### config.mk
export PLATFORM = sky130hd
export DESIGN_NAME = cache_ctrl
export DESIGN_NICKNAME = d
export VERILOG_FILES = /design/src/mem_system_pkg.sv /design/src/cache_ctrl.sv
export VERILOG_INCLUDE_DIRS = /design/src
export SDC_FILE = /design/constraint.sdc
export NUM_CORES = 1
export LEC_CHECK = 0
export CAP_MARGIN = 25
export CORE_MARGIN = 2
export CORE_UTILIZATION = 45
export CTS_BUF_LIST = sky130_fd_sc_hd__clkbuf_8
export DETAILED_ROUTE_END_ITERATION = 6
export DONT_BUFFER_PORTS = 1
export SKIP_LAST_GASP = 1
export SYNTH_ARGS = -nofsm -noshare
export SYNTH_HDL_FRONTEND = slang
export SYNTH_SLANG_ARGS = --single-unit
### constraint.sdc
create_clock -name clk -period 4.9 [get_ports clk]
set_clock_uncertainty 0.1 [all_clocks]
set_input_delay 0.245 -clock clk [delete_from_list [all_inputs] [get_ports clk]]
set_output_delay 0.245 -clock clk [all_outputs]
set_load 0.005 [all_outputs]
### src/mem_system_settings.svh
`ifndef MEM_SYSTEM_SETTINGS_SVH
`define MEM_SYSTEM_SETTINGS_SVH

// cycles from a bank access to valid read data
// a bank is also busy for this long after any access
`define MEM_LATENCY 4

// words per cache line, fixed by the address split
`define LINE_WORDS 4

// direct-mapped cache depth, one line per index
`define NUM_LINES 256

// main memory size in 16-bit words
// spread evenly over the four banks
`define MEM_WORDS 32768

`endif

### src/mem_system_pkg.sv
package mem_system_pkg;

   // cache view of a byte address
   typedef struct packed {
      logic [4:0] tag;
      logic [7:0] index;
      logic [2:0] offset;
   } cache_view_t;

   // bank view of the same address
   // consecutive words of a line land in consecutive banks
   typedef struct packed {
      logic [12:0] row;
      logic [1:0]  bank;
      logic        byte_sel;
   } bank_view_t;

   typedef union packed {
      cache_view_t cache_view;
      bank_view_t  bank_view;
   } mem_addr_u;

   // controller states
   typedef enum logic [2:0] {
      ST_IDLE       = 3'd0,
      ST_COMPARE    = 3'd1,
      ST_WRITE_BACK = 3'd2,
      ST_FILL       = 3'd3,
      ST_FILL_WAIT  = 3'd4,
      ST_FINISH     = 3'd5
   } ctrl_state_e;

endpackage

### src/cache_ctrl.sv
`include "mem_system_settings.svh"

module cache_ctrl (
   input  logic        clk,
   input  logic        arst_n,
   input  logic [15:0] addr,
   input  logic        rd,
   input  logic        wr,
   input  logic        hit,
   input  logic        dirty,
   input  logic        valid,
   input  logic [4:0]  victim_tag,
   input  logic [3:0]  bank_busy,
   input  logic        mem_rvalid,
   output logic        cache_en,
   output logic        cache_comp,
   output logic        cache_write,
   output logic        cache_valid_in,
   output logic        fill_sel,
   output logic [1:0]  word_sel,
   output logic        mem_rd,
   output logic        mem_wr,
   output logic [15:0] mem_addr,
   output logic        done,
   output logic        stall,
   output logic        cache_hit,
   output logic        err
);

   import mem_system_pkg::*;

   localparam logic [1:0] LAST_WORD = 2'(`LINE_WORDS - 1);

   ctrl_state_e state;
   ctrl_state_e state_nxt;
   mem_addr_u   req_addr;
   mem_addr_u   line_addr;
   logic        req_wr;
   logic [4:0]  wb_tag;
   logic [1:0]  issue_cnt;
   logic [1:0]  fill_cnt;
   logic        strobe;
   logic        bad_req;
   logic        accept;
   logic        issue_ok;
   logic        fill_we;

   assign strobe  = rd | wr;
   assign bad_req = addr[0] | (rd & wr);
   assign accept  = (state == ST_IDLE) & strobe & ~bad_req;

   // one word per cycle, only to a bank that is free
   assign issue_ok = ((state == ST_WRITE_BACK) | (state == ST_FILL)) & ~bank_busy[issue_cnt];
   assign fill_sel = (state == ST_FILL) | (state == ST_FILL_WAIT);
   assign fill_we  = fill_sel & mem_rvalid;

   assign mem_wr         = issue_ok & (state == ST_WRITE_BACK);
   assign mem_rd         = issue_ok & (state == ST_FILL);
   assign cache_valid_in = fill_we;
   assign stall          = (state != ST_IDLE);

   // line address for both cache and memory, victim tag during write-back
   always_comb begin
      line_addr = req_addr;
      line_addr.cache_view.offset = {issue_cnt, 1'b0};
      if (state == ST_WRITE_BACK) begin
         line_addr.cache_view.tag = wb_tag;
      end
   end
   assign mem_addr = line_addr;

   always_comb begin
      state_nxt   = state;
      cache_en    = 1'b0;
      cache_comp  = 1'b0;
      cache_write = 1'b0;
      word_sel    = req_addr.cache_view.offset[2:1];
      done        = 1'b0;
      cache_hit   = 1'b0;
      case (state)
         ST_IDLE: begin
            if (accept) state_nxt = ST_COMPARE;
         end
         ST_COMPARE: begin
            cache_en    = 1'b1;
            cache_comp  = 1'b1;
            cache_write = req_wr;
            if (hit) begin
               done      = 1'b1;
               cache_hit = 1'b1;
               state_nxt = ST_IDLE;
            end else if (valid && dirty) begin
               state_nxt = ST_WRITE_BACK;
            end else begin
               state_nxt = ST_FILL;
            end
         end
         ST_WRITE_BACK: begin
            // victim word goes straight from cache to memory
            cache_en = 1'b1;
            word_sel = issue_cnt;
            if (issue_ok && issue_cnt == LAST_WORD) state_nxt = ST_FILL;
         end
         ST_FILL: begin
            if (issue_ok && issue_cnt == LAST_WORD) state_nxt = ST_FILL_WAIT;
         end
         ST_FILL_WAIT: begin
            if (fill_we && fill_cnt == LAST_WORD) state_nxt = ST_FINISH;
         end
         ST_FINISH: begin
            // line is resident now, replay the request
            cache_en    = 1'b1;
            cache_comp  = 1'b1;
            cache_write = req_wr;
            done        = 1'b1;
            state_nxt   = ST_IDLE;
         end
         default: state_nxt = ST_IDLE;
      endcase
      // returning fill words are written as they arrive
      if (fill_we) begin
         cache_en    = 1'b1;
         cache_write = 1'b1;
         word_sel    = fill_cnt;
      end
   end

   always_ff @(posedge clk or negedge arst_n) begin
      if (!arst_n) begin
         state     <= ST_IDLE;
         issue_cnt <= '0;
         fill_cnt  <= '0;
         err       <= 1'b0;
      end else begin
         state <= state_nxt;
         err   <= (state == ST_IDLE) & strobe & bad_req;
         // counters wrap to zero at the end of each phase
         if (state == ST_COMPARE) begin
            issue_cnt <= '0;
            fill_cnt  <= '0;
         end else begin
            if (issue_ok) issue_cnt <= issue_cnt + 1'b1;
            if (fill_we) fill_cnt <= fill_cnt + 1'b1;
         end
      end
   end

   always_ff @(posedge clk) begin
      if (accept) begin
         req_addr <= addr;
         req_wr   <= wr;
      end
      if (state == ST_COMPARE) begin
         wb_tag <= victim_tag;
      end
   end

endmodule

---- Word-level counts from Yosys, hierarchy flattened ----
Cells that the tools add are included.
storage, ports and cells
  word-level logic and storage cells ...... 69
  register bits ........................... 30
  bits of input ports ..................... 33
cells by class
  $add $sub $neg .......................... 2
  $lt $le $gt $ge ......................... 1
  equal/unequal tests ..................... 11
  reduce and logical (&&, ||, !) cells .... 10
  bitwise gates (word level) .............. 14
  mux-type cells .......................... 24
operators by type and width
  cell                   number
  $pmux W3 S5            1
  $mux W2                7
  $mux W3                4
  $mux W1                9
  $and A1 B1 Y1          8
  $eq A3 B2 Y1 const B   2
  $eq A3 B3 Y1 const B   2
  $ne A2 B1 Y1 const B   3
  $mux W5                1
  $add A2 B1 Y2 const B  2
  $eq A2 B2 Y1 const B   2
  $or A1 B1 Y1           4
  $reduce_and A4 Y1      1
  $reduce_bool A2 Y1     2
  $eq A3 B1 Y1 const B   1
  $logic_and A1 B1 Y1    3
  $logic_not A3 Y1       1
  $lt A2 B3 Y1 const B   1
  $reduce_bool A3 Y1     1
  $reduce_or A3 Y1       1
  $bmux W1 S2            1
  $ne A2 B2 Y1 const B   1
  $not A1 Y1             2
  $pmux W1 S2            1
  $reduce_or A2 Y1       1

---- Depth between registers and ports, before layout ----
  depth after elaboration ................. 7
  mapped depth ............................ 5

---- Least setup slack after synthesis ----
Ideal clock, no wire load.
  kind .................................... register -> register
  start ................................... register state[1]
  end ..................................... register req_addr[10] (netlist bit), enable pin
  path buffers ............................ 1
  arrival time ............................ 2.142 ns
  path slack .............................. 2.248 ns
  stages on the path, launching flop included .. 4
  clock period less this slack ............ 2.652 ns
  setup time .............................. 0.409 ns
  required time ........................... 4.391 ns
  cells stage by stage .................... dfrtp_1 > buf_2 > or3_1 > nor3_1
between the ends
  word-level cells in the longest chain between the ends .. 3
ends and longest elaborated chain
  item                        RTL line           source
  from (decl)                 cache_ctrl.sv:34   ctrl_state_e state;
  from (signal assigned)      cache_ctrl.sv:135  state <= state_nxt;
  $logic_not A3 Y1            cache_ctrl.sv:50   assign accept = (state == ST_IDLE) & strobe & ~bad_req;
  $and A1 B1 Y1 (2 in a row)  cache_ctrl.sv:50
  named net accept            cache_ctrl.sv:44   logic accept;
  to (signal assigned)        cache_ctrl.sv:150  req_addr <= addr;
  to (decl)                   cache_ctrl.sv:36   mem_addr_u req_addr;
The timed path passes the listed nets, and every way through them passes these cells.
A chain may end at the register's enable or synchronous reset.

---- Final worst setup path ----
  start ................................... register state[1]
  end ..................................... output cache_hit
between the ends
  word-level cells in the longest chain between the ends .. 2
ends and longest elaborated chain
  item          RTL line          source
  $eq A3 B1 Y1  cache_ctrl.sv:80  case (state)
  $mux W1       cache_ctrl.sv:80
  to (decl)     cache_ctrl.sv:26  output logic cache_hit,
No other way between the ends.

==> impl_metrics.ini <==
[floorplan]
die_area_sq_um = 3540
num_rows = 20
initial_core_util = 0.462
ios = 62
die_w_microns = 59.5
core_sq_um = 3000
dieHeight_microns = 59.5

[routing]
vias_per_cell = 5.53
drc = 0
ant_nets = 0
wl_per_cell_microns = 17.1
drt_iter0_markers = 19
wl_microns = 2720
first_pass_iters = 3
vias = 880

[worst_setup_path]
cp_slowest_cell = dfrtp_1
worst_r2r_startpoint = state[1]$_DFFE_PN0P_
worstPathCellList = nand2b_1 -> nor2_1 -> and2_1
crit_fanout = 12
critPathArrivalTime_ps = 1800
r2r_slack_ps = 3060
cp-end-kind = output pin
crit_type = flip-flop to output pin
slowest_delay_ps = 520
crit_buf_inv = 0
path_depth = 3
r2r_cells = 3
r2r_end = req_addr[8]$_DFFE_PP_
worst_setup_path_start_kind = flip-flop
cp_top_family = simple AND/OR/NAND/NOR gates
cp.required_ps = 4550

[clock_network]
cts-resized-gates = 0
clk_latency_ps = 270
htree_levels = 2
cts_root_buf = clkbuf_8
cts_tree = yes
numCtsBuffers = 5
postCtsHoldBufs = 22
post-cts-setup-buffers = 0
cts.sinks = 29
cts_buffer_depth = 2
cts.clk_slew.worst_paths_ps = 60

[sta]
max_slew_margin = 0.565
hold_viol = 0
fmax_mhz = 466
rsz0062_at_grt = no
tightest_slew_ps = 650
fin_crit_sh = 0.438
fin_crit_ps = 2150
finalSetupViolCount = 0
fin_tns_setup_ps = 0
slew_viol_final = 0

[power_and_ir_drop]
p_comb_frac = 0.334
power_density_nw_per_um2 = 498
switching_share = 0.356
pwr-share-seq = 0.452
p_total_mw = 0.827
leakage_nw = 0.636
switchingPower_mw = 0.294
p_int_mw = 0.533
ir_drop_mv = 0.277
p_clk_frac = 0.214

[worst_hold_path]
hp-start = rd
min_to = err$_DFF_PN0_
hold_depth = 2
hp-class = primary input to flip-flop

[synthesis]
yosys_most_used_dff = edfxtp_1
ys_seq_elements = 29
seq_area_frac_synth = 0.599
yosysTopAreaCell = edfxtp_1
synth_nets = 142
syn_inst = 107
synth_edf_count = 21
syn_area_per_cell_sq_um = 13.0
synthArstFlopShare = 0.276
netlist-cell-type-count = 38
synth_top_cell_area_share = 0.454
yosys_warnings = 0
synth.cell_area_sq_um = 1390
synthTopCellsByArea = edfxtp_1 45%, dfrtp_1 14%, buf_4 4.9%, mux2_2 4.1%, mux2i_1 2.9%

[grt]
grt_max_degree = 17
antenna_found_initial = 0
grt_use_total = 0.166
grt_pass1_wl_microns = 4060
grt_pass1_vias = 892
grt_overflow = 0

[cells_and_area]
num_antenna_cells = 0
nets = 160
drive_gt1_frac = 0.167
areaGrowthSynthToFinish_pct = 19.7

[job]
max_cap_viol_count = 0

[place]
io_buffers = 0
gp_congestion = 0.807
post-dp-hpwl_microns = 1910

[outcome]
status = complete, no violations
## cell type report
| type | instances | area, sq um |
|---|---|---|
| Sequential cell | 29 | 831 |
| Clock buffer | 5 | 68.8 |
| Multi-Input combinational cell | 62 | 465 |
| Timing Repair Buffer | 23 | 228 |
| Fill cell | 277 | 1340 |
| Tap cell | 33 | 41.3 |
| Clock inverter | 3 | 12.5 |
| Inverter | 4 | 15.0 |
## worst reg2reg max path: cells and delay by family, from the launching register on
family | cells | cell delay (ps)
simple gates | 2 | 640
flops | 1 | 520
buf+inv | 1 | 260
## power by group through the flow
| stage | Sequential (mW) | Combinational [mW] | Clock [mW] |
|---|---|---|---|
| global placement | 0.375 | 0.261 | 0 |
| detailed placement | 0.378 | 0.263 | 0 |
| global route | 0.384 | 0.308 | 0.193 |
| floorplan | 0.345 | 0.249 | 0 |
| CTS | 0.374 | 0.279 | 0.184 |
| finish | 0.374 | 0.276 | 0.177 |
## through the flow
| stage | hold slack, ps | util | instances | worst slack, ps | instance area (sq um) |
|---|---|---|---|---|---|
| global placement | -150 | 0.453 | 129 | 3090 | 1360 |
| finish | 17.2 | 0.553 | 159 | 2750 | 1660 |
| global route | 17.3 | 0.553 | 159 | 2550 | 1660 |
| floorplan | -151 | - | 107 | 2250 | 1390 |
| CTS | 9.78 | 0.553 | 159 | 2760 | 1660 |
| detailed placement | -150 | 0.453 | 129 | 3060 | 1360 |
## synthesized netlist by cell type, drive strengths merged (3+ instances only)
cell and number:
nor2 9, mux2i 4, buf 11, a21oi 4, edfxtp 21, dfrtp 8
nand2 5, inv 4, o21ai 6, mux2 5, nor3 4, nand3 3
## metal layers
metal  part of all wire  vias to the layer above  track usage  wire [microns]
li1                   -                      415            -               -
met1               0.39                      424        0.178            1070
met2               0.51                       36        0.279            1390
met3              0.077                        5       0.0764             209
met4              0.019                        0       0.0762              51
met5                  0                        -            0               0
## worst max-delay path by stage
stage | startpoint | end
global route | state[1]$_DFFE_PN0P_ | cache_hit
finish | state[1]$_DFFE_PN0P_ | cache_hit
global placement | state[1]$_DFFE_PN0P_ | cache_hit
CTS | state[1]$_DFFE_PN0P_ | cache_hit
floorplan | state[1]$_DFFE_PN0P_ | req_addr[10]$_DFFE_PP_
detailed placement | state[1]$_DFFE_PN0P_ | cache_hit
## cells by family after synthesis
family	share of synthesized area
fa+ha+maj	0.0180
flops	0.599
simple gates	0.124
mux	0.0857
other cells	0.00270
compound gates	0.0884
buf+inv	0.0694
xor+xnor	0.0126
## sequential cells by signal (all words and copies together), names as in the netlist
| name | flops |
|---|---|
| state | 3 |
| err | 1 |
| req_addr | 15 |
| fill_cnt | 2 |
| wb_tag | 5 |
| req_wr | 1 |
| issue_cnt | 2 |
## cells in the final DEF, fill, tap and decap left out, drive strengths merged, types with 2 or more instances in the layout
cell type and instances:
dlygate4sd3 22, o21ai 6, clkinv 3, o311ai 2, inv 4, clkbuf 5, nand2 5, dfrtp 8
nand3 3, mux2i 4, mux2 5, nand2b 2, edfxtp 21, a21oi 4, nor2 9, ha 2
nor3 4
Power figures use the tool's default switching activity.
